File: config.mk
export PLATFORM = sky130hd
export DESIGN_NAME = pe_array
export DESIGN_NICKNAME = d
export VERILOG_FILES = /design/src/rsa_pkg.sv /design/src/pe_array.sv /design/src/pe_mac.sv
export SDC_FILE = /design/constraint.sdc
export NUM_CORES = 2
export LEC_CHECK = 0
export ABC_AREA = 1
export BUFFER_PORTS_ARGS = -buffer_cell sky130_fd_sc_hd__clkbuf_2
export CAP_MARGIN = 0
export CELL_PAD_IN_SITES_DETAIL_PLACEMENT = 1
export CELL_PAD_IN_SITES_GLOBAL_PLACEMENT = 1
export CORE_MARGIN = 2
export CORE_UTILIZATION = 43
export DETAILED_ROUTE_END_ITERATION = 10
export MAX_ROUTING_LAYER = met4
export PLACE_DENSITY = 0.83
export REMOVE_ABC_BUFFERS = 1
export SLEW_MARGIN = 40
export SYNTH_ARGS = -nofsm -noshare
export SYNTH_HDL_FRONTEND = slang
export SYNTH_SLANG_ARGS = --single-unit
File: constraint.sdc
create_clock -name i_clk -period 6.2 [get_ports i_clk]
set_input_delay 1.86 -clock i_clk [delete_from_list [all_inputs] [get_ports i_clk]]
set_output_delay 1.86 -clock i_clk [all_outputs]
set_load 0.03 [all_outputs]
File: src/rsa_pkg.sv
package rsa_pkg;

  // operand word, low half of a bank word
  localparam int RSA_DW  = 16;
  // accumulator and bank word
  localparam int ACC_DW  = 32;
  // bank address width, 256 words
  localparam int BANK_AW = 8;
  // stage length field, covers 1..8
  localparam int K_LEN_W = 4;

  // region bases inside the temp bank
  // A[i][k] at A_BASE + k*X + i
  localparam logic [BANK_AW-1:0] A_BASE = 8'd0;
  // B[k][j] at B_BASE + k*Y + j
  localparam logic [BANK_AW-1:0] B_BASE = 8'd64;
  // C[i][j] at C_BASE + i*Y + j
  localparam logic [BANK_AW-1:0] C_BASE = 8'd128;

  typedef logic [RSA_DW-1:0]  data_t;
  typedef logic [ACC_DW-1:0]  acc_t;
  typedef logic [K_LEN_W-1:0] klen_t;

  // one bank access, 41 bits
  typedef struct packed {
    logic               we;
    logic [BANK_AW-1:0] addr;
    acc_t               wdata;
  } bank_req_t;

endpackage

File: src/pe_array.sv
`timescale 1ns/1ps

module pe_array
  import rsa_pkg::*;
#(
  parameter int X = 2,
  parameter int Y = 3
) (
  input  logic            i_clk,
  input  logic            i_arst_n,
  input  logic            i_step_valid,
  input  logic            i_step_first,
  input  data_t [X-1:0]   i_a_col,
  input  data_t [Y-1:0]   i_b_row,
  output acc_t  [X*Y-1:0] o_acc
);

  // a_e[i][j] and flags enter PE(i,j) from the west
  data_t a_e [X][Y+1];
  logic  v_e [X][Y+1];
  logic  f_e [X][Y+1];
  // b_n[i][j] enters PE(i,j) from the south
  data_t b_n [X+1][Y];

  // row skew, row i waits i cycles
  for (genvar i = 0; i < X; i++) begin : g_row
    if (i == 0) begin : g_nd
      assign a_e[i][0] = i_a_col[i];
      assign v_e[i][0] = i_step_valid;
      assign f_e[i][0] = i_step_first;
    end else begin : g_dl
      data_t          a_sr [i];
      logic  [i-1:0]  v_sr;
      logic  [i-1:0]  f_sr;
      always_ff @(posedge i_clk or negedge i_arst_n) begin
        if (!i_arst_n) begin
          v_sr <= '0;
          f_sr <= '0;
        end else begin
          v_sr[0] <= i_step_valid;
          f_sr[0] <= i_step_first;
          for (int s = 1; s < i; s++) begin
            v_sr[s] <= v_sr[s-1];
            f_sr[s] <= f_sr[s-1];
          end
        end
      end
      always_ff @(posedge i_clk) begin
        a_sr[0] <= i_a_col[i];
        for (int s = 1; s < i; s++) begin
          a_sr[s] <= a_sr[s-1];
        end
      end
      assign a_e[i][0] = a_sr[i-1];
      assign v_e[i][0] = v_sr[i-1];
      assign f_e[i][0] = f_sr[i-1];
    end
  end

  // column skew, column j waits j cycles
  for (genvar j = 0; j < Y; j++) begin : g_col
    if (j == 0) begin : g_nd
      assign b_n[0][j] = i_b_row[j];
    end else begin : g_dl
      data_t b_sr [j];
      always_ff @(posedge i_clk) begin
        b_sr[0] <= i_b_row[j];
        for (int s = 1; s < j; s++) begin
          b_sr[s] <= b_sr[s-1];
        end
      end
      assign b_n[0][j] = b_sr[j-1];
    end
  end

  // PE grid, last column and top row outputs fall off the edge
  for (genvar i = 0; i < X; i++) begin : g_pe_x
    for (genvar j = 0; j < Y; j++) begin : g_pe_y
      pe_mac u_pe_mac (
        .i_clk    (i_clk),
        .i_arst_n (i_arst_n),
        .i_valid  (v_e[i][j]),
        .i_first  (f_e[i][j]),
        .i_a      (a_e[i][j]),
        .i_b      (b_n[i][j]),
        .o_valid  (v_e[i][j+1]),
        .o_first  (f_e[i][j+1]),
        .o_a      (a_e[i][j+1]),
        .o_b      (b_n[i+1][j]),
        .o_acc    (o_acc[i*Y+j])
      );
    end
  end

endmodule

File: src/pe_mac.sv
`timescale 1ns/1ps

module pe_mac
  import rsa_pkg::*;
(
  input  logic  i_clk,
  input  logic  i_arst_n,
  input  logic  i_valid,
  input  logic  i_first,
  input  data_t i_a,
  input  data_t i_b,
  output logic  o_valid,
  output logic  o_first,
  output data_t o_a,
  output data_t o_b,
  output acc_t  o_acc
);

  acc_t prod;

  // unsigned product, full 32 bits
  assign prod = acc_t'(i_a) * acc_t'(i_b);

  // flags move east with A
  // first step of a stage reloads the accumulator
  always_ff @(posedge i_clk or negedge i_arst_n) begin
    if (!i_arst_n) begin
      o_valid <= 1'b0;
      o_first <= 1'b0;
      o_acc   <= '0;
    end else begin
      o_valid <= i_valid;
      o_first <= i_first;
      if (i_valid) begin
        o_acc <= i_first ? prod : o_acc + prod;
      end
    end
  end

  // A east, B north, one cycle per hop
  always_ff @(posedge i_clk) begin
    o_a <= i_a;
    o_b <= i_b;
  end

endmodule

==> results.toml, run 1 <==
[logic_synthesis]
synth_seq_cells = 374
postSynthAreaPerCell_um2 = 6.93
synthTopCellsByCount = "3682 x nand2_1, 2783 x inv_1, 1170 x fa_1"
syn_inst = 11600
synth.most_common_cell = "nand2_1"
yosys_warnings = 0
async_flop_share_pct = 52.9
yosysTopAreaCell = "fa_1"
seq_area_frac_synth_pct = 10.5
synth_top_area_share_pct = 29.1
synth_edf_count = 0
ys_types = 47
synthTopCellsByArea = "fa_1 29%, nand2_1 17%, inv_1 13%"
ys.flop_type = "dfrtp_1"
synthesis.area_um2 = 80500

[cts]
cts_buffer_depth = 3
cts_sinks = 374
cts_buffers = 56
root_buffer = "clkbuf_16"
ctsHoldBuffers = 0
htree_levels = 2

[placed_design]
place_congestion = 0.951
portBuffers = 275
hpwl_mm = 268
dp.cells = 15300
pre_cts_ws_ns = -2.46

[sta]
worst_endpoint = "g_pe_x[0].g_pe_y[0].u_pe_mac.o_acc[31]$_DFFE_PN0P_/D"
worst_endpoint_kind = "sequential cell input"

[outcome]
stop_error = "[ERROR GRT-0232] Routing congestion too high. Check the congestion heatmap in the GUI."
status = "did not finish"
stop_stage = "5_1_grt"

[global_routing]
grt_max_degree = 96
grt_use_total_pct = 78.4
antenna_found_initial = 53
grt_remaining_overflow = 475

[floorplan]
fp.dieW_um = 437
row_count = 158
pin_count = 276
initial_core_util_pct = 43.3
die_h_um = 437
per-layer routing:
metal	track usage, %	GRT overflow
met1	77.3	28
met5	-	-
met4	70.2	142
met2	90.6	218
met3	69.1	87
per-stage QoR:
stage	setup TNS [ns]	cell area, µm²	hold slack, ns	utilization, %
3_3_place_gp	-125.90	94900	0.316	51.1
2_1_floorplan	-27.60	78700	0.310	-
3_5_place_dp	-151.70	95000	0.315	51.1
4_1_cts	-82.03	103000	0.331	55.5
cells by family after synthesis:
logic type,after synthesis,synth area share [%]
compound gates,812,5.53
xor+xnor,131,1.46
fa+ha+maj,1998,42.0
buf+inv,3254,15.2
flops,374,10.5
simple gates,5042,25.3
timing repair:
item | CTS
endpoints found under the setup margin | 137
pin swaps | 361
buffers inserted | 126
resized for setup | 1270
cloned | 2
==> inputs of run 2 (changes only) <==
--- a/config.mk
+++ b/config.mk
@@ -8,13 +8,10 @@
 export ABC_AREA = 1
 export BUFFER_PORTS_ARGS = -buffer_cell sky130_fd_sc_hd__clkbuf_2
 export CAP_MARGIN = 0
-export CELL_PAD_IN_SITES_DETAIL_PLACEMENT = 1
-export CELL_PAD_IN_SITES_GLOBAL_PLACEMENT = 1
 export CORE_MARGIN = 2
-export CORE_UTILIZATION = 43
+export CORE_UTILIZATION = 40
 export DETAILED_ROUTE_END_ITERATION = 10
-export MAX_ROUTING_LAYER = met4
-export PLACE_DENSITY = 0.83
+export PLACE_DENSITY_LB_ADDON = 0.15
 export REMOVE_ABC_BUFFERS = 1
 export SLEW_MARGIN = 40
 export SYNTH_ARGS = -nofsm -noshare
==> constraint.sdc (replaced) <==
create_clock -name i_clk -period 8.05 [get_ports i_clk]
set_input_delay 2.415 -clock i_clk [delete_from_list [all_inputs] [get_ports i_clk]]
set_output_delay 2.415 -clock i_clk [all_outputs]
set_load 0.03 [all_outputs]
==> run 2 against run 1 <==
The flow now finishes without violations. Synthesized area did not move. Synthesized cell count did not move.
==> results.toml, run 2 <==
[cells_and_area]
final_cell_mix = "3616 x nand2_1, 2752 x inv_1, 1161 x fa_1"
fin_nets = 14000
multi_input_area_um2 = 61300
n_fill_cell = 20900
regMostFlops = "g_pe_x.g_pe_y.u_pe_mac.o_acc"
top_regs = "g_pe_x.g_pe_y.u_pe_mac.o_acc: 192 flops, g_pe_x.g_pe_y.u_pe_mac.o_a: 64 flops"
drive_gt1_share_pct = 10.0
largest_register_ffs = 192
ff_latch_area_um2 = 8500
area_growth_pct = 12.6
final_common_cell = "nand2_1"

[cts]
root_buffer = "clkbuf_16"
clk_pin_slew_ns = 0.06
cts_buffers = 56
htree_levels = 2
ctsHoldBuffers = 0
clkLatencyLatePin_ns = 0.73
cts_buffer_depth = 3
cts_tree = "done"
cts_sinks = 374

[floorplan]
fp.coreArea_um2 = 200000
row_count = 164
fp.dieW_um = 453
die_area_um2 = 205000
initial_core_util_pct = 40.3
pin_count = 276
die_h_um = 453

[logic_synthesis]
seq_area_frac_synth_pct = 10.5
postSynthAreaPerCell_um2 = 6.93
synth_xor_area_share_pct = 1.46
yosys.area_share.adder_pct = 42.0
synthMuxAreaShare_pct = 0
synth_top_area_share_pct = 29.1
synth_compound_area_share_pct = 5.53
ys_types = 47
synth-simple-area-share_pct = 25.3
synthTopCellsByCount = "3682 x nand2_1, 2783 x inv_1, 1170 x fa_1"
synth.most_common_cell = "nand2_1"
synthTopCellsByArea = "fa_1 29%, nand2_1 17%, inv_1 13%"
ys.flop_type = "dfrtp_1"
synth_seq_cells = 374
synth_top_family_by_area = "adder cells"
syn_inst = 11600
yosys_warnings = 0
yosysTopAreaCell = "fa_1"
synth_edf_count = 0
synthesis.area_um2 = 80500
async_flop_share_pct = 52.9

[placed_design]
hpwl_mm = 227
portBuffers = 275
place_congestion = 0.921

[sta]
hold_violations = 0
rsz0062_at_grt = "yes"
worst_pin_slew_ns = 0.829
fin_skew_ns = 0.0381
fin_crit_ns = 7.94
finalCritPeriodShare_pct = 98.6
hold_ws_ns = 0.293
setup_viol = 0
relSlewSlack_pct = 44.6
fmax_ghz = 0.126
finalMaxSlewViolations = 0

[global_routing]
grt_remaining_overflow = 0
grt_pass1_wl_mm = 427
grt_pass1_vias = 74900
grt_use_total_pct = 26.6
antenna_found_initial = 9
grt_max_degree = 92

[hold_path]
holdCritPathClass = "flip-flop to flip-flop"

[worst_setup_path]
start_kind = "input pin"
cp.required_ns = 8.64
cp_slowest_stage_delay_ns = 0.58
critPathTopFamily = "adder cells"
crit_fanout = 9
cp_num_buf_inv = 8
worst-setup-path-type = "input pin to flip-flop"
critical_path.most_common_cell = "fa_1"
end_kind = "flip-flop"
critPathSlowestCell = "fa_1"
arrival_ns = 8.53

[detailed_routing]
first_pass_iters = 6
remaining_drc_errors = 0
wl_per_cell_um = 18.5
vias = 72100
wl_mm = 270
antenna_left = 0
vias_per_cell = 4.93
drt_iter0_markers = 4750

[outcome]
status = "completed"

[flow_run]
max_cap_viol_count = 0
[run 2: kinds of logic after synthesis]
kind of cell	after synthesis
XOR/XNOR	131
adder cells (fa/ha/maj)	1998
buffers and inverters	3254
AND/OR/NAND/NOR	5042
AO/OA/AOI/OAI	812
flip-flops	374
[run 2: worst paths after layout]
check	depth (start not counted)	to	startpoint	slack, ns
min reg2reg	0	g_col[2].g_dl.b_sr[0][16]	g_col[2].g_dl.b_sr[0][0]	0.29
max in group asynchronous	2	g_pe_x[0].g_pe_y[0].u_pe_mac.o_valid	i_arst_n	5.24
max	32	g_pe_x[0].g_pe_y[0].u_pe_mac.o_acc[25]	i_a_col[1]	0.11
min	0	g_col[2].g_dl.b_sr[0][16]	g_col[2].g_dl.b_sr[0][0]	0.29
max reg2reg	31	g_pe_x[1].g_pe_y[0].u_pe_mac.o_acc[29]	g_pe_x[0].g_pe_y[0].u_pe_mac.o_b[3]	0.41
min in group asynchronous	1	g_pe_x[0].g_pe_y[2].u_pe_mac.o_acc[25]	i_arst_n	1.62
[run 2: cell type report]
cell class                 count  share of cell area (%)
multi-input combinational   7983                    67.7
inverter                    2789                    11.6
sequential                   374                    9.37
timing repair buffer         725                    5.57
tap                         2656                    3.67
clock buffer                  69                    1.74
clock inverter                37                   0.410
antenna                        9                  0.0248
[run 2: stage by stage]
step	instance area (µm²)	std cells	setup TNS, ns	setup slack, ns	util [%]
CTS	89200	14600	0	0.00206	44.6
global route	90600	14600	-0.955	-0.121	45.3
floorplan	78700	11100	-0.105	-0.0930	-
finish	90600	14600	0	0.115	45.3
detailed placement	86800	14500	-20.77	-1.12	43.4
global placement	86700	14500	-21.14	-1.14	43.4
[run 2: per-layer routing]
layer | up-vias | GRT usage (%) | part of all wire, %
li1 | 35000 | - | -
met1 | 35200 | 36.8 | 46
met2 | 1721 | 44.7 | 47
met3 | 238 | 2.41 | 4.5
met4 | 4 | 6.19 | 2.3
met5 | - | 0 | 0.010
[run 2: repair_timing]
item | in CTS | in global routing
endpoints found under the setup margin | 19 | 32
setup buffers | 3 | 9
resized for setup | 105 | 367
pin swaps | 11 | 111
Power of run 2 is not shown: default switching activity piles up to over one toggle a cycle in this logic, so the estimate is an artifact.
