## src/rsa_pkg.sv

```systemverilog
package rsa_pkg;

  // operand word, low half of a bank word
  localparam int RSA_DW  = 16;
  // accumulator and bank word
  localparam int ACC_DW  = 32;
  // bank address width, 256 words
  localparam int BANK_AW = 8;
  // stage length field, covers 1..8
  localparam int K_LEN_W = 4;

  // region bases inside the temp bank
  // A[i][k] at A_BASE + k*X + i
  localparam logic [BANK_AW-1:0] A_BASE = 8'd0;
  // B[k][j] at B_BASE + k*Y + j
  localparam logic [BANK_AW-1:0] B_BASE = 8'd64;
  // C[i][j] at C_BASE + i*Y + j
  localparam logic [BANK_AW-1:0] C_BASE = 8'd128;

  typedef logic [RSA_DW-1:0]  data_t;
  typedef logic [ACC_DW-1:0]  acc_t;
  typedef logic [K_LEN_W-1:0] klen_t;

  // one bank access, 41 bits
  typedef struct packed {
    logic               we;
    logic [BANK_AW-1:0] addr;
    acc_t               wdata;
  } bank_req_t;

endpackage

```

## src/bank_arbiter.sv

```systemverilog
`timescale 1ns/1ps

module bank_arbiter
  import rsa_pkg::*;
(
  input  logic      i_clk,
  input  logic      i_arst_n,
  // host port
  input  logic      i_host_valid,
  input  bank_req_t i_host_req,
  output logic      o_host_gnt,
  // operand fetch
  input  logic      i_fetch_valid,
  input  bank_req_t i_fetch_req,
  output logic      o_fetch_gnt,
  // result drain
  input  logic      i_drain_valid,
  input  bank_req_t i_drain_req,
  output logic      o_drain_gnt,
  // towards the bank
  output logic      o_bank_en,
  output bank_req_t o_bank_req
);

  // last forwarded access
  bank_req_t hold_q;

  // fixed priority: drain, fetch, host
  always_comb begin
    o_drain_gnt = i_drain_valid;
    o_fetch_gnt = i_fetch_valid && !i_drain_valid;
    o_host_gnt  = i_host_valid && !i_fetch_valid && !i_drain_valid;
    o_bank_en   = i_drain_valid || i_fetch_valid || i_host_valid;
  end

  // request mux
  // idle cycles keep the previous address and data on the bus
  always_comb begin
    if (o_drain_gnt) begin
      o_bank_req = i_drain_req;
    end else if (o_fetch_gnt) begin
      o_bank_req = i_fetch_req;
    end else if (o_host_gnt) begin
      o_bank_req = i_host_req;
    end else begin
      o_bank_req = hold_q;
    end
  end

  always_ff @(posedge i_clk or negedge i_arst_n) begin
    if (!i_arst_n) begin
      hold_q <= '0;
    end else if (o_bank_en) begin
      hold_q <= o_bank_req;
    end
  end

  // read data goes back to every peer straight from the bank,
  // the granted one takes it a cycle later

endmodule

```

## config.mk

```make
export PLATFORM = sky130hd
export DESIGN_NAME = bank_arbiter
export DESIGN_NICKNAME = d
export VERILOG_FILES = /design/src/rsa_pkg.sv /design/src/bank_arbiter.sv
export SDC_FILE = /design/constraint.sdc
export NUM_CORES = 1
export LEC_CHECK = 0
export ABC_AREA = 1
export ABC_CLOCK_PERIOD_IN_PS = 900
export BUFFER_PORTS_ARGS = -buffer_cell sky130_fd_sc_hd__buf_2
export CAP_MARGIN = 20
export CORE_UTILIZATION = 40
export DETAILED_ROUTE_END_ITERATION = 6
export HOLD_SLACK_MARGIN = 0.08
export PLACE_DENSITY = 0.78
export SLEW_MARGIN = 20
export SYNTH_ARGS = -nofsm -noshare
export SYNTH_HDL_FRONTEND = slang
export SYNTH_SLANG_ARGS = --single-unit
```

## constraint.sdc

```tcl
create_clock -name i_clk -period 0.9 [get_ports i_clk]
set_clock_uncertainty 0.05 [all_clocks]
set_input_delay 0.135 -clock i_clk [delete_from_list [all_inputs] [get_ports i_clk]]
set_output_delay 0.135 -clock i_clk [all_outputs]
set_load 0.005 [all_outputs]
```

# ---- Word level (Yosys, flattened, before mapping)
# Index checks and enable logic that the tools add are counted.
dict set report classes {
  mux 3
  reduce_logical 7
}
# cell n
set op_table {}
lappend op_table {{$mux 41} 3}
lappend op_table {{$logic_and 1x1->1} 3}
lappend op_table {{$logic_not 1->1} 2}
lappend op_table {{$logic_or 1x1->1} 2}
dict set report totals {
  ff_bits 41
  in_bits 128
  out_inout_bits 45
  word_cells 13
}

# ---- Longest topological paths before layout
# Gate-level depths: netlist (run 1).
dict set report logic_depth {
  depth_word 6
  mapped_depth 7
}

# ---- Worst setup path after synthesis (run 1)
# Ideal clock, no wire load.
dict set report synth_path {
  kind {input to output}
  start {in i_drain_valid}
  end {out o_bank_req[33] (netlist name)}
  arrival_time_ps 828
  required_time_ps 715
  setup_slack_ps -113
  cell_stages 6
  n_path_buf 3
  cell_sequence {buf_4 nor2_4 buf_6 buf_6 nand3_2 nand3_1}
}
# element line_no
set synth_lines {}
lappend synth_lines {{from (decl)} bank_arbiter.sv:17} ;# input logic i_drain_valid,
lappend synth_lines {{to (decl)} bank_arbiter.sv:22} ;# output bank_req_t o_bank_req

==> metrics.txt, run 1 <==
run status complete, but fails checks; violated checks setup timing; via density per instance 5.272; Placement Setup Slack -376.8 ps; worst r2r dst hold_q[16]; Syn Nets 537; die extent in y 86.77 um; PortBufs 172; final worst hold slack 58.96 ps; cells along the critical path buf_8 -> nor2_4 -> buf_12 -> buf_12 -> buf_16 -> nand3_1 -> nand3_1 -> buf_2; Fin. Hold Viols 0; later-pin clock latency in the skew report between 200 and 300 ps; synth-to-layout area growth 105.3%; aggregate global routing overflow 0; proportion of netlist area held by the largest area contributor 35.70%; number of buffers and inverters on the critical path 5; achievable frequency 789.8 MHz; horizontal die dimension 86.77 um; DRC violations left 0; area taken by multi-input logic gates 2308 um^2; setup repair after global routing missed its margin true; Final Util 85.90%; CTS Root Buffer Type sky130_fd_sc_hd__clkbuf_8; slowest cell on the critical path sky130_fd_sc_hd__nor2_4; post-detail-place hpwl between 7000 and 8000 um; Pre-Repair DR Iteration Count 4; max cap viols 0; number of flip-flops under the largest register name 41; Slew Viols, Final 0; worst path required time 710 ps; Overall Global Routing Usage 28.44%; kind of cell adding the most delay to the critical path buffers and inverters; FF-to-FF path depth 4; H-tree levels 2; Total Power 5.619 mW; leading post-synthesis cells by cell area sky130_fd_sc_hd__dfrtp_1, sky130_fd_sc_hd__nand3_1, sky130_fd_sc_hd__nand2_1; wire length of the first global-routing pass approximately 17000 um; die area 7528 um^2; total wirelength of the detailed-routed design around 12000 um; end point of the worst hold path hold_q[34]; Routability Congestion 0.7411; smallest setup slack after layout -366.1 ps; launch point of the worst hold path i_host_req[34]; Final nets 792; Clock Pin Slew Worst Setup and Hold Paths 80 ps; vias in the first global route about 3.8k; TritonCTS clock tree yes; pin count of the biggest net entering global routing between 40 and 50; worst setup slack for register-to-register paths 0 ps; # IOs 173; Num Clock Sinks 41; number of buffers inserted during clock tree synthesis 5; initial antenna violation count 1; count of endpoints failing setup in the final report 54; antenna-violating nets left 0; synthesized instance count between 400 and 500; buffer depth of the longest clock path 2; number of unique standard cell types used by synthesis 15; Syn Area/Cell 7.027 um^2; Worst setup SP type input pin; initial cell density of the core 41.84%; top fanout value on the critical path 6; headroom to the max-slew limit 78.38%; hold depth 3; Site Rows 30; fill cell total of the finished layout 385; cts hold-fix bufs 1; maximum resistive drop on vdd 665.4 uV; post-route clock period utilization 140.7%; slowest stage delay, CP 140 ps; CORE AREA 6869 um^2; critical register-to-register path startpoint hold_q[16]; arrival time reported for the critical path endpoint approximately 1100 ps; Final min period 1266 ps; synthesis-stage register bit count between 40 and 50; largest registers hold_q x41; cell area after synthesis 2874 um^2; portion of the post-synthesis area used by sequential elements 35.70%; start-to-end type of the worst setup path input pin to output port; Min-Delay Path Class input pin to flip-flop; fraction of final layout cells with drive strength greater than 1 between 60% and 70%; DRT iter0 DRCs 158; DR WL/cell ~16 um; capturing element type of the critical path output port; YS warnings 0; register area 1026 um^2; PD cells 952.2 nW/um^2; most flop-heavy register hold_q; largest area contributor in the netlist sky130_fd_sc_hd__dfrtp_1; slew at the pin closest to its max-slew limit about 320 ps; total via count in the routed design 4017; Lkg Pwr 3.073 nW
==> per-layer routing <==
metal  part of all wire, %  global-route usage [%]  vias to the layer above  wire length [um]
met3                   5.8                   4.857                       36               695
met1                    37                   31.87                     1926              4403
li1                      -                       -                     1887                 -
met5                     0                       0                        -                 0
met4                   2.7                   8.939                        0               322
met2                    55                   54.40                      168              6629
==> cell usage after synthesis, drive strengths merged <==
cell type / instances
dfrtp: 41
inv: 44
clkbuf: 3
nand2: 83
nand3: 205
buf: 30
nor3: 1
nor2: 2
==> report_power, final <==
group	switching (mW)	internal, mW
Sequential	0.135	2.02
Combinational	1.11	1.17
Clock	0.628	0.552
Total	1.88	3.74
==> per-stage QoR <==
stage / TNS [ps] / cells / cell area, um^2
after floorplan: -4966 / 409 / 3268
after global placement: -21760 / 716 / 4643
after detailed placement: -24440 / 716 / 4643
after CTS: -12650 / 746 / 5243
after global routing: -16410 / 762 / 5901
final: -14330 / 762 / 5901
==> cells by family after synthesis <==
group	share of synthesized area, %
buf+inv	13.58
flops	35.70
simple gates	50.72
==> worst min-delay path, stage by stage <==
cell,delay (ps)
sky130_fd_sc_hd__buf_2,90
sky130_fd_sc_hd__nand3_2,70
sky130_fd_sc_hd__nand3_1,70
==> worst max path at each step <==
stage                     slack [ps]     startpoint  cells after the start              to
after floorplan                 -100  i_drain_valid                      6  o_bank_req[13]
after global placement          -340  i_drain_valid                      6   o_bank_req[1]
after detailed placement        -380  i_drain_valid                      6   o_bank_req[5]
after CTS                       -340  i_fetch_valid                      8  o_bank_req[36]
after global routing            -400  i_drain_valid                      8  o_bank_req[13]
final                           -370  i_drain_valid                      8   o_bank_req[9]
==> cell type report <==
| type | count | share of cell area (%) |
|---|---|---|
| multi-input combinational | 291 | 39.12 |
| timing repair buffer | 281 | 37.26 |
| sequential | 41 | 17.39 |
| inverter | 44 | 2.799 |
| tap | 96 | 2.036 |
| clock buffer | 8 | 1.357 |
| antenna | 1 | 0.04241 |
==> timing repair <==
item                                    in CTS  in global routing
buffers inserted                            15                 12
pin swaps                                   11                 21
endpoints found under the setup margin      51                 60
resized for setup                           41                 86
gates cloned                                 6                  5
hold endpoints to repair                    47                  3
==> placed cells by master, fill, tap and decap left out <==
cell                            Yosys  layout
sky130_fd_sc_hd__buf_12             0      15
sky130_fd_sc_hd__buf_16             0       6
sky130_fd_sc_hd__buf_2             18     166
sky130_fd_sc_hd__buf_4              2      61
sky130_fd_sc_hd__buf_6              8      23
sky130_fd_sc_hd__buf_8              1       5
sky130_fd_sc_hd__clkbuf_1           3       3
sky130_fd_sc_hd__clkbuf_16          0       4
sky130_fd_sc_hd__clkbuf_8           0       5
sky130_fd_sc_hd__dfrtp_1           41      41
sky130_fd_sc_hd__diode_2            0       1
sky130_fd_sc_hd__dlygate4sd3_1      0       1
sky130_fd_sc_hd__inv_1             42      40
sky130_fd_sc_hd__inv_2              2       4
sky130_fd_sc_hd__nand2_1           83      83
sky130_fd_sc_hd__nand3_1          185      82
sky130_fd_sc_hd__nand3_2           20      79
sky130_fd_sc_hd__nand3_4            0      44
sky130_fd_sc_hd__nor2_1             1       1
sky130_fd_sc_hd__nor2_4             1       1
sky130_fd_sc_hd__nor3_2             0       1
Power figures use the tool's default switching activity.
==> run 2, diff against run 1 <==
BUFFER_PORTS_ARGS = unset   (was -buffer_cell sky130_fd_sc_hd__buf_2)
CORE_MARGIN = 10   (was unset)
CORE_UTILIZATION = 58   (was 40)
DONT_BUFFER_PORTS = 1   (was unset)
PLACE_DENSITY = 0.76   (was 0.78)
==> run 2 against run 1 <==
Against the previous run:
- final area is 36% lower
- setup slack better by 210 ps
- sequential power fell by 3%
- combinational power fell by 54%
- the flow finishes with violations (hold timing, setup timing)
- critical path depth is 3 lower
- register-to-register slack about the same
- first-iteration DRC count decreased by 14%
- cell count shrank 36%
- largest power group is now sequential cells
- core utilization decreased by 6.3 points
- power shrank 17%
- hold slack got worse by 570 ps
==> metrics.txt, run 2 (synthesis results as in run 1) <==
run status complete, but fails checks (unchanged); violated checks hold timing, setup timing (was setup timing); PD cells 1238 nW/um^2 (was 952.2 nW/um^2); number of flip-flops under the largest register name 41 (unchanged); sequential group share of total power 44.9% (was 38.4%); DR WL/cell 19.49 um (was 15.81 um); Worst setup SP type input pin (unchanged); buffer depth of the longest clock path 2 (unchanged); worst path required time 710 ps (about the same); Final nets 547 (was 792); vias in the first global route 2903 (was 3792); Final min period 1059 ps (was 1266 ps); smallest setup slack after layout -158.6 ps (was -366.1 ps); count of endpoints failing setup in the final report 45 (was 54); post-route clock period utilization 117.6% (was 140.7%); arrival time reported for the critical path endpoint 870 ps (was 1080 ps); capturing element type of the critical path output port (unchanged); headroom to the max-slew limit 83.71% (was 78.38%); setup repair after global routing missed its margin true (unchanged); TritonCTS clock tree yes (unchanged); DRT iter0 DRCs 136 (was 158); fraction of power spent switching nets 27.90% (was 33.38%); DRC violations left 0 (unchanged); die extent in y 90.40 um (was 86.77 um); top fanout value on the critical path 44 (was 6); Logic pwr share 22.6% (was 40.6%); CTS Root Buffer Type sky130_fd_sc_hd__clkbuf_8 (unchanged); Slew Viols, Final 0 (unchanged); initial antenna violation count 0 (was 1); via density per instance 5.998 (was 5.272); CORE AREA 4755 um^2 (was 6869 um^2); Clock Pin Slew Worst Setup and Hold Paths 80 ps (about the same); PortBufs 0 (was 172); synth-to-layout area growth 31.69% (was 105.3%); Placement Setup Slack -97.18 ps (was -376.8 ps); Site Rows 25 (was 30); max cap viols 0 (unchanged); initial cell density of the core 60.45% (was 41.84%); Routability Congestion 0.8693 (was 0.7411); antenna-violating nets left 0 (unchanged); total via count in the routed design 2921 (was 4017); # IOs 173 (unchanged); fraction of final layout cells with drive strength greater than 1 40.00% (was 62.26%); clock network fraction of design power 32.5% (was 21.0%); largest registers hold_q x41 (unchanged); wire length of the first global-routing pass 14360 um (was 16750 um); Min-Delay Path Class input pin to asynchronous set/reset pin (was input pin to flip-flop); die area 8171 um^2 (was 7528 um^2); worst setup slack for register-to-register paths 0 ps (about the same); antenna diode instance count 0 (was 1); start-to-end type of the worst setup path input pin to output port (unchanged); pin count of the biggest net entering global routing 47 (was 42); post-detail-place hpwl 6517 um (was 7173 um); final worst hold slack -514.4 ps (was 58.96 ps); Num Clock Sinks 41 (unchanged); total wirelength of the detailed-routed design 9490 um (was 12050 um); achievable frequency 944.7 MHz (was 789.8 MHz); Fin. Hold Viols 78 (was 0); Pre-Repair DR Iteration Count 4 (unchanged); slew at the pin closest to its max-slew limit 242.5 ps (was 324.3 ps); highest-count cells in the layout ignoring fill and taps sky130_fd_sc_hd__nand3_2, sky130_fd_sc_hd__nand3_1, sky130_fd_sc_hd__nand2_1 (was sky130_fd_sc_hd__buf_2, sky130_fd_sc_hd__nand2_1, sky130_fd_sc_hd__nand3_1); number of buffers inserted during clock tree synthesis 5 (unchanged); aggregate global routing overflow 0 (unchanged); most flop-heavy register hold_q (unchanged); switching power 1.308 mW (was 1.876 mW); later-pin clock latency in the skew report 280 ps (about the same); maximum resistive drop on vdd 890.4 uV (was 665.4 uV); Lkg Pwr 1.909 nW (was 3.073 nW); total internal power 3.379 mW (was 3.743 mW); horizontal die dimension 90.40 um (was 86.77 um); Overall Global Routing Usage 20.84% (was 28.44%); H-tree levels 2 (unchanged); commonest non-fill, non-tap cell in the layout sky130_fd_sc_hd__nand3_2 (was sky130_fd_sc_hd__buf_2)
## run 2: cell count changes in the layout (fill, tap and decap cells not counted), moves of 6 or more
cell	change
sky130_fd_sc_hd__buf_6	-21
sky130_fd_sc_hd__buf_4	-38
sky130_fd_sc_hd__nand3_4	-44
sky130_fd_sc_hd__buf_2	-166
sky130_fd_sc_hd__buf_12	-6
sky130_fd_sc_hd__nand3_2	+43
sky130_fd_sc_hd__buf_16	-6
## run 2: power by group through the flow
stage / logic (mW) / registers [mW] / clock network [mW]
after floorplan: 0.861 / 2.12 / 0
after global placement: 0.903 / 2.13 / 0
after detailed placement: 0.928 / 2.13 / 0
after CTS: 0.983 / 2.10 / 1.57
after global routing: 1.17 / 2.12 / 1.66
final: 1.06 / 2.10 / 1.53
## run 2: path summary, 6_finish.rpt
| path | start | endpoint | cells past startpoint |
|---|---|---|---|
| min | i_arst_n | hold_q[39] | 0 |
| min reg2reg | hold_q[11] | hold_q[11] | 2 |
| max in group asynchronous | i_arst_n | hold_q[1] | 0 |
| min in group i_clk | i_host_req[37] | hold_q[37] | 2 |
| max reg2reg | hold_q[35] | hold_q[35] | 4 |
| max | i_fetch_valid | o_bank_req[14] | 5 |
## run 2: what timing repair did
action | 4_1_cts | 5_1_grt
setup buffers | 14 | 9
gates resized for setup | 19 | 12
pin swaps | 31 | 22
gates cloned | 0 | 3
hold endpoints to repair | 82 | 82
setup endpoints to repair | 41 | 41
## run 2: worst max-delay path, stage by stage
cell	delay (ps)
sky130_fd_sc_hd__nor2_4	180
sky130_fd_sc_hd__buf_12	160
sky130_fd_sc_hd__clkbuf_16	170
sky130_fd_sc_hd__nand3_2	90
sky130_fd_sc_hd__nand3_2	110
## run 2: cell type report
class | instances | area (um^2)
clock buffer | 7 | 86.33
sequential | 41 | 1026
clock inverter | 1 | 30.03
inverter | 44 | 165.2
tap | 67 | 83.83
multi-input combinational | 291 | 1968
fill | 343 | 969.7
timing repair buffer | 36 | 425.4
## run 2: metrics by stage
stage          instances  util (%)  cell area (um^2)  setup TNS (ps)  power (mW)
2_1_floorplan        409         -              3268           -4966       2.976
3_3_place_gp         453     68.74              3268           -2187       3.029
3_5_place_dp         453     68.74              3268           -2715       3.060
4_1_cts              475     75.39              3585           -5002       4.657
5_1_grt              487     79.61              3785           -6294       4.947
6_report             487     79.61              3785           -4953       4.686
## run 2: per-layer routing
metal,up-vias,global-route usage [%],part of all wire [%]
met2,142,35.23,50
met4,0,6.897,1.8
li1,1379,-,-
met1,1383,24.65,40
met3,17,6.068,7.8
met5,-,0,0
