$ cat src/rsa_pkg.sv
package rsa_pkg;

  // operand word, low half of a bank word
  localparam int RSA_DW  = 16;
  // accumulator and bank word
  localparam int ACC_DW  = 32;
  // bank address width, 256 words
  localparam int BANK_AW = 8;
  // stage length field, covers 1..8
  localparam int K_LEN_W = 4;

  // region bases inside the temp bank
  // A[i][k] at A_BASE + k*X + i
  localparam logic [BANK_AW-1:0] A_BASE = 8'd0;
  // B[k][j] at B_BASE + k*Y + j
  localparam logic [BANK_AW-1:0] B_BASE = 8'd64;
  // C[i][j] at C_BASE + i*Y + j
  localparam logic [BANK_AW-1:0] C_BASE = 8'd128;

  typedef logic [RSA_DW-1:0]  data_t;
  typedef logic [ACC_DW-1:0]  acc_t;
  typedef logic [K_LEN_W-1:0] klen_t;

  // one bank access, 41 bits
  typedef struct packed {
    logic               we;
    logic [BANK_AW-1:0] addr;
    acc_t               wdata;
  } bank_req_t;

endpackage

$ cat src/operand_fetch.sv
`timescale 1ns/1ps

module operand_fetch
  import rsa_pkg::*;
#(
  parameter int X     = 2,
  parameter int Y     = 3,
  parameter int K_MAX = 8
) (
  input  logic             i_clk,
  input  logic             i_arst_n,
  input  logic             i_start,
  input  klen_t            i_k_len,
  output logic             o_done,
  // bank side
  output logic             o_valid,
  output bank_req_t        o_req,
  input  logic             i_gnt,
  input  acc_t             i_rdata,
  // array side
  output logic             o_step_valid,
  output logic             o_step_first,
  output data_t [X-1:0]    o_a_col,
  output data_t [Y-1:0]    o_b_row
);

  // word index within a step, A words first then B words
  localparam int WW = $clog2(X + Y + 1);
  localparam int KW = $clog2(K_MAX + 1);

  // tag of a read in flight, data returns next cycle
  typedef struct packed {
    logic          vld;
    logic [WW-1:0] w;
    logic          first;
    logic          last;
  } ret_t;

  logic               active_q;
  logic [KW-1:0]      k_q;
  logic [WW-1:0]      w_q;
  logic [BANK_AW-1:0] a_off_q;
  logic [BANK_AW-1:0] b_off_q;
  logic               last_word;
  logic               last_step;
  ret_t               ret_q;
  logic               step_valid_q;
  logic               step_first_q;
  logic               done_q;
  data_t [X-1:0]      a_col_q;
  data_t [Y-1:0]      b_row_q;

  assign last_word = (w_q == WW'(X + Y - 1));
  assign last_step = (k_q == KW'(i_k_len - 1'b1));

  // read address from the layout rule
  always_comb begin
    o_valid     = active_q;
    o_req.we    = 1'b0;
    o_req.wdata = '0;
    if (w_q < WW'(X)) begin
      o_req.addr = A_BASE + a_off_q + BANK_AW'(w_q);
    end else begin
      o_req.addr = B_BASE + b_off_q + BANK_AW'(w_q - WW'(X));
    end
  end

  // issue side, one word per grant
  always_ff @(posedge i_clk or negedge i_arst_n) begin
    if (!i_arst_n) begin
      active_q <= 1'b0;
      k_q      <= '0;
      w_q      <= '0;
      a_off_q  <= '0;
      b_off_q  <= '0;
      ret_q    <= '0;
    end else begin
      ret_q.vld   <= active_q && i_gnt;
      ret_q.w     <= w_q;
      ret_q.first <= (k_q == '0);
      ret_q.last  <= last_step;
      if (i_start) begin
        active_q <= 1'b1;
        k_q      <= '0;
        w_q      <= '0;
        a_off_q  <= '0;
        b_off_q  <= '0;
      end else if (active_q && i_gnt) begin
        if (last_word) begin
          // step complete, move both regions on
          w_q     <= '0;
          k_q     <= k_q + 1'b1;
          a_off_q <= a_off_q + BANK_AW'(X);
          b_off_q <= b_off_q + BANK_AW'(Y);
          if (last_step) begin
            active_q <= 1'b0;
          end
        end else begin
          w_q <= w_q + 1'b1;
        end
      end
    end
  end

  // return side, operand low half into the lane registers
  always_ff @(posedge i_clk) begin
    if (ret_q.vld) begin
      for (int n = 0; n < X; n++) begin
        if (ret_q.w == WW'(n)) begin
          a_col_q[n] <= i_rdata[RSA_DW-1:0];
        end
      end
      for (int n = 0; n < Y; n++) begin
        if (ret_q.w == WW'(X + n)) begin
          b_row_q[n] <= i_rdata[RSA_DW-1:0];
        end
      end
    end
  end

  // step goes out once its last word is in
  always_ff @(posedge i_clk or negedge i_arst_n) begin
    if (!i_arst_n) begin
      step_valid_q <= 1'b0;
      step_first_q <= 1'b0;
      done_q       <= 1'b0;
    end else begin
      step_valid_q <= ret_q.vld && (ret_q.w == WW'(X + Y - 1));
      step_first_q <= ret_q.vld && (ret_q.w == WW'(X + Y - 1)) && ret_q.first;
      done_q       <= ret_q.vld && (ret_q.w == WW'(X + Y - 1)) && ret_q.last;
    end
  end

  assign o_step_valid = step_valid_q;
  assign o_step_first = step_first_q;
  assign o_a_col      = a_col_q;
  assign o_b_row      = b_row_q;
  assign o_done       = done_q;

endmodule

$ cat config.mk
export PLATFORM = sky130hd
export DESIGN_NAME = operand_fetch
export DESIGN_NICKNAME = d
export VERILOG_FILES = /design/src/rsa_pkg.sv /design/src/operand_fetch.sv
export SDC_FILE = /design/constraint.sdc
export NUM_CORES = 1
export LEC_CHECK = 0
export BUFFER_PORTS_ARGS = -buffer_cell sky130_fd_sc_hd__buf_2
export CORE_MARGIN = 3
export CORE_UTILIZATION = 45
export CTS_BUF_LIST = sky130_fd_sc_hd__clkbuf_8
export CTS_CLUSTER_DIAMETER = 200
export CTS_CLUSTER_SIZE = 14
export DETAILED_ROUTE_END_ITERATION = 10
export GPL_ROUTABILITY_DRIVEN = 1
export GPL_TIMING_DRIVEN = 0
export MAX_ROUTING_LAYER = met4
export PLACE_DENSITY = 0.8
export SYNTH_ARGS = -nofsm -noshare
export SYNTH_HDL_FRONTEND = slang
export SYNTH_SLANG_ARGS = --single-unit
$ cat constraint.sdc
create_clock -name i_clk -period 4.35 [get_ports i_clk]
set_clock_uncertainty 0.15 [all_clocks]
set_input_delay 0.2175 -clock i_clk [delete_from_list [all_inputs] [get_ports i_clk]]
set_output_delay 0.2175 -clock i_clk [all_outputs]
set_load 0.05 [all_outputs]
# --- After elaboration in Yosys (flattened, before gate mapping) ---
# Index checks and enable logic that the tools add are counted.
word_totals:
  regBits: 113
  input_bits: 40
  elab_cells: 66
classes:
  addsub: 9
  n_lt_le_gt_ge: 1
  eq_ne: 6
  mux: 17
  reduce_logical: 16
ops:
  columns: ["operator", "n"]
  rows:
  - ["$mux W8", 7]
  - ["$add A8 B2 Y8 const B", 2]
  - ["$mux W4", 3]
  - ["$reduce_and A2 Y1", 6]
  - ["$mux W3", 3]
  - ["$add A7 B8 Y8 const A", 1]
  - ["$add A8 B3 Y8", 1]
  - ["$add A8 B8 Y8", 1]
  - ["$eq A3 B2 Y1 const B", 2]
  - ["$eq A3 B3 Y1 const B", 2]
  - ["$reduce_bool A2 Y1", 3]
  - ["$add A4 B1 Y4 const B", 1]
  - ["$eq A4 B4 Y1", 1]
  - ["$logic_and A1 B1 Y1", 4]
  - ["$logic_not A4 Y1", 1]
  - ["$mux W1", 4]
  - ["$sub A3 B2 Y4 const B", 1]
  - ["$sub A4 B1 Y4 const B", 1]
  - ["$add A3 B1 Y3 const B", 1]
  - ["$eq A3 B1 Y1 const B", 1]
  - ["$logic_not A3 Y1", 1]
  - ["$lt A3 B2 Y1 const B", 1]
  - ["$reduce_and A3 Y1", 1]

# --- Longest topological paths before layout ---
# Gate-level depths: netlist of run 1.
logic_depth:
  depth_word: 6
  mapped_depth: 10
  mapped_depth_nobuf: 10

# --- Least setup slack after synthesis of run 1 ---
# Ideal clock, no wire load.
synth_path:
  path_kind: "reg-to-output"
  startpoint: "reg w_q[2]"
  endpoint: "out o_req[38] (netlist bit)"
  t_arrival_ns: 3.109
  path_slack_ns: 0.873
  path_stages_with_launch: 10
  path_cell_list: "dfrtp_1 -> inv_1 -> ha_1 -> buf_1 -> xor2_1 -> ha_1 -> o21ai_0 -> o21bai_1 -> and4_1 -> nor3_1"
synth_lines:
  columns: ["item", "line_no", "rtl"]
  rows:
  - ["start: declaration", "operand_fetch.sv:41", "logic [WW-1:0] w_q;"]
  - ["start signal: assignment", "operand_fetch.sv:99", "w_q <= w_q + 1'b1;"]
  - ["end: declaration", "operand_fetch.sv:17", "output bank_req_t o_req,"]

==> impl_metrics.toml, run 1 <==
[die]
pin_count = 165
die-area_um2 = 11900
fp.coreArea_um2 = 10300
fp.dieH_um = 109
start_util_pct = 46.4
rows = 37
die_w_um = 109

[critical_path]
end_kind = "output port"
cp.arrival_ns = 3.31
startpoint_type = "register"
critPathRequiredTime_ns = 3.98
crit_path_max_fanout = 10
rrSetupSlack_ns = 2.31
crit_type = "register to output port"

[power_and_ir_drop]
p_per_area_nw_per_um2 = 352
leakagePower_uw = 0.00272
ir_worst_vdd_v = 0.000182

[timing]
max_clock_freq_ghz = 0.272
setup_viol = 0
slew_headroom_pct = 46.3
post-route-min-period_ns = 3.68
hold_viol = 0
rsz0062_at_grt = "no"
period_share_pct = 84.6
tightest_slew_ns = 0.804
fin_tns_setup_ns = 0
slew_viol_final = 0

[clock_tree]
clkTransAtPathRegs_ns = 0.11
cts_buffers = 9
cts.path.max_buffers = 2
clockRootBuffer = "clkbuf_8"
cts.sinks = 112
cts_tree = "yes"
htree_levels = 3
clock_latency_ns = 0.35

[yosys]
synth_edf_count = 80
synth.avg_cell_area_um2 = 14.4
synthAdderAreaFrac_pct = 6.16
ys_async_sr_fraction_pct = 28.6
synth_area_um2 = 4790
yosysTopAreaCellShare_pct = 50.1
yosysWarnings = 0
synth.area.top_cells = "edfxtp_1 50%, dfrtp_1 17%, ha_1 5.7%"
ys_types = 48
synth_top_family_by_area = "simple AND/OR/NAND/NOR gates"
synth-simple-area-share_pct = 8.30
synth_seq_cells = 112
synth_compound_area_share_pct = 4.91
synth.mux.area_fraction_pct = 0.887
seq_area_frac_synth_pct = 66.8
synth_top_cell_by_area = "edfxtp_1"
synth_xor_area_share_pct = 5.48
synth-main-ff-cell = "edfxtp_1"
syn_inst = 334

[drt]
drt_wl_total_um = 9450
first_pass_iters = 4
vias = 3063
post_drt_via_cell_ratio = 4.67
ant_nets = 0
wl_per_cell_um = 14.4
drtIter0Drc = 124
drc = 0

[place]
place_congestion = 0.773
port_buffers = 114
placed_area_um2 = 5760
dp_hpwl_um = 6940

[worst_hold_path]
holdCritPathClass = "input pin to register"

[grt]
grt_pass1_vias = 2950
grt-busiest-layer = "met2"
use_met3_pct = 2.37
grt_use_total_pct = 16.3
grtUsageMet2_pct = 27.9
antenna_found_initial = 0
grt.overflow.total = 0
grt_pass1_wl_um = 14600
grtUsageMet1_pct = 20.7
grt_max_degree = 33

[flow_run]
cap_violations = 0

[cells_and_area]
drive_gt1_share_pct = 35.8
final_cell_area_um2 = 6140
fin_nets = 578
diodes = 0
syn_to_final_growth_pct = 28.1

[outcome]
status = "finished, final reports clean"
-- cell families (layout without fill, tap and decap cells) --
| group | Yosys count | count (layout) |
|---|---|---|
| compound gates | 35 | 35 |
| buf+inv | 56 | 210 |
| flops | 112 | 112 |
| xor+xnor | 30 | 30 |
| mux | 4 | 4 |
| fa+ha+maj | 23 | 23 |
| simple gates | 73 | 73 |
| other cells | 1 | 33 |
-- layout by cell type, fill, tap and decap left out, types with 6 or more instances in the layout --
cell and instances:
a21oi_1 8, conb_1 33, inv_1 15, xor2_1 18, xnor2_1 12, buf_2 115, clkbuf_8 9, ha_1 22
buf_4 36, nor2_1 22, dfrtp_1 32, dlygate4sd3_1 18, nand3_1 6, o21ai_0 8, nand2_1 14, edfxtp_1 80
-- flip-flops by register name, indices dropped and copies added, names as in the netlist --
register,count
o_valid,1
k_q,4
b_off_q,8
o_a_col,32
o_step_first,1
a_off_q,7
o_done,1
w_q,3
ret_q,6
o_step_valid,1
o_b_row,48
-- final cells by class --
class / count / area [um^2]
buffer: 41 / 298
sequential: 112 / 3200
clock inverter: 7 / 75.1
multi-input combinational: 198 / 1400
inverter: 15 / 56.3
fill: 800 / 4180
clock buffer: 9 / 124
tap: 136 / 170
timing repair buffer: 138 / 815
-- worst max-delay path, stage by stage, from the launching register on --
cell and delay (ns):
dfrtp_1 0.47, inv_1 0.18, ha_1 0.31, buf_1 0.42, xor2_1 0.12, ha_1 0.38
a211oi_1 0.39, nor4b_1 0.11, o31ai_1 0.25, o21ai_0 0.11, buf_2 0.22
-- cells in the mapped netlist (3+ instances only) --
| cell type | instances |
|---|---|
| a21oi_1 | 8 |
| and2_1 | 4 |
| a21o_1 | 4 |
| dfrtp_1 | 32 |
| nor2_1 | 22 |
| a211oi_1 | 5 |
| nand3_1 | 6 |
| o21ai_0 | 8 |
| xor2_1 | 18 |
| ha_1 | 22 |
| xnor2_1 | 12 |
| edfxtp_1 | 80 |
| nor3_1 | 6 |
| nand4_1 | 5 |
| clkbuf_1 | 3 |
| nand2_1 | 14 |
| inv_1 | 15 |
| buf_4 | 34 |
-- timing repair --
action,in CTS,in global routing
resized for setup,0,0
setup buffers,0,0
hold buffers,18,0
hold endpoints to repair,115,0
-- report_power, final --
group	total, uW	switching, uW	internal, uW
logic	360	265	95.8
registers	1200	15.1	1180
clock network	606	373	233
-- stage by stage --
step | setup slack (ns) | hold WS [ns] | util (%) | cells | power (uW)
final | 0.668 | 0.0593 | 59.5 | 656 | 2160
after global routing | 0.331 | 0.0657 | 59.5 | 656 | 2260
after CTS | 0.639 | 0.0380 | 59.5 | 656 | 2180
after detailed placement | 1.08 | 0.165 | 55.8 | 622 | 1570
after global placement | 0.323 | 0.150 | 54.8 | 616 | 1550
after floorplan | 0.873 | -0.228 | - | 366 | 1480
-- per-layer routing --
| layer | share of wire, % | vias up |
|---|---|---|
| met5 | 0 | - |
| met4 | 0.18 | 0 |
| met3 | 8.1 | 2 |
| met2 | 50 | 152 |
| met1 | 42 | 1423 |
| li1 | - | 1486 |
-- final timing paths --
path,from,endpoint,cells after the start
max reg2reg,ret_q[3],o_a_col[14],3
max,w_q[1],o_req[39],10
max in group asynchronous,i_arst_n,b_off_q[5],2
min in group asynchronous,i_arst_n,k_q[3],2
min,i_k_len[0],ret_q[0],4
min reg2reg,ret_q[0],o_done,1
Note: power is estimated with default switching activity, not from simulation.
==> run 2: changes to the inputs <==
==> constraint.sdc (replaced) <==
create_clock -name i_clk -period 3.85 [get_ports i_clk]
set_clock_uncertainty 0.15 [all_clocks]
set_input_delay 0.1925 -clock i_clk [delete_from_list [all_inputs] [get_ports i_clk]]
set_output_delay 0.1925 -clock i_clk [all_outputs]
set_load 0.05 [all_outputs]
==> impl_metrics.toml, run 2 (synthesis gave the netlist of run 1 again) <==
[die]
die_w_um = 109
die-area_um2 = 11900
fp.coreArea_um2 = 10300
pin_count = 165
rows = 37
fp.dieH_um = 109
start_util_pct = 46.4

[timing]
post-route-min-period_ns = 3.54
max_clock_freq_ghz = 0.283
rsz0062_at_grt = "no"
period_share_pct = 91.9
slew_headroom_pct = 46.3
slew_viol_final = 0
fin_ws_ns = 0.310
hold_viol = 0
tightest_slew_ns = 0.804
setup_viol = 0

[drt]
drt_wl_total_um = 9450
drtIter0Drc = 124
drc = 0
wl_per_cell_um = 14.4
vias = 3062
ant_nets = 0
first_pass_iters = 4
post_drt_via_cell_ratio = 4.67

[worst_hold_path]
min_from = "i_k_len[0]"
holdCritPathClass = "input pin to register"
min_path_cells = 4
hold_end = "ret_q[0]"

[cells_and_area]
diodes = 0
layoutNonFillerInstCount = 656
final_common_cell = "buf_2"
fin_nets = 578
final_cell_mix = "115 x buf_2, 80 x edfxtp_1, 36 x buf_4"
drive_gt1_share_pct = 36.0
syn_to_final_growth_pct = 28.1
largest_reg_flops = 48

[place]
port_buffers = 114
dp_hpwl_um = 6940
place_ws_ns = 0.607
place_congestion = 0.773
dp.cells = 622

[critical_path]
crit_buf_inv = 3
crit_path_max_fanout = 6
critPathRequiredTime_ns = 3.51
crit_type = "register to output port"
crit_chain = "inv_1 > ha_1 > inv_1 > ha_1 > fa_1 > a211oi_1 > nor4b_1 > o31ai_1 > o21ai_0 > buf_2"
end_kind = "output port"
rrSetupSlack_ns = 1.81
cpPeakStageDelay_ns = 0.52
cp.arrival_ns = 3.20
critPathTopFamily = "adder cells"
reg2regPathDepth = 3
r2r_start = "ret_q[3]"
startpoint_type = "register"
worstReg2RegEnd = "o_a_col[14]"
crit_slowest_cell = "dfrtp_1"

[power_and_ir_drop]
leakagePower_uw = 0.00273
p_per_area_nw_per_um2 = 398
ir_worst_vdd_v = 0.000205

[clock_tree]
clock_latency_ns = 0.35
postCtsSetupBuffers = 0
clkTransAtPathRegs_ns = 0.11
cts.path.max_buffers = 2
clockRootBuffer = "clkbuf_8"
cts.sinks = 112
cts_tree = "yes"
htree_levels = 3
cts_buffers = 9

[grt]
grt_use_total_pct = 16.3
grt.overflow.total = 0
grt_pass1_wl_um = 14600
grt_max_degree = 33
antenna_found_initial = 0
grt_pass1_vias = 2950

[outcome]
status = "finished, final reports clean"

[flow_run]
cap_violations = 0
[run 2: worst min-delay path, stage by stage]
cell,delay [ns]
buf_2,0.11
xor2_1,0.07
nand3_1,0.10
nor2_1,0.04
[run 2: report_power, final]
group	switching [uW]	total [uW]	internal [uW]
clock network	422	685	263
registers	17.1	1350	1330
logic	299	408	108
[run 2: through the flow]
step | instance area [um^2] | hold WS, ns | TNS (ns) | power [uW] | util, %
final | 6140 | 0.0343 | 0 | 2440 | 59.5
after global routing | 6140 | 0.0407 | 0 | 2550 | 59.5
after CTS | 6140 | 0.0130 | 0 | 2470 | 59.5
after detailed placement | 5760 | 0.140 | 0 | 1770 | 55.8
after global placement | 5660 | 0.125 | -2.99 | 1750 | 54.8
after floorplan | 4910 | -0.253 | 0 | 1670 | -
[run 2: final cells by class]
class,instances,area [um^2]
clock buffers,9,124
flip-flops and latches,112,3200
repair buffers,138,815
well taps,136,170
fillers,799,4180
plain buffers,41,299
multi-input cells,198,1400
inverters,15,56.3
clock inverters,7,75.1
[run 2: routing by layer]
| layer | global-route usage [%] | vias to the layer above | part of all wire, % |
|---|---|---|---|
| met5 | - | - | 0 |
| met4 | 3.56 | 0 | 0.18 |
| met3 | 2.37 | 2 | 8.1 |
| met2 | 27.9 | 152 | 50 |
| met1 | 20.7 | 1422 | 42 |
| li1 | - | 1486 | - |
[run 2: timing repair]
item / CTS / global route
hold buffers: 18 / 0
hold endpoints to repair: 115 / 0
setup endpoints to repair: 0 / 3
gates resized for setup: 0 / 1
[run 2: how the worst max path moves through the flow]
stage	start	end	slack, ns	depth (start not counted)
finish	w_q[2]	o_req[39]	0.31	10
global route	w_q[2]	o_req[39]	0.02	10
CTS	w_q[2]	o_req[39]	0.16	10
detailed placement	w_q[1]	o_req[39]	0.61	10
global placement	ret_q[3]	o_a_col[13]	-0.18	1
floorplan	w_q[2]	o_req[38]	0.40	9
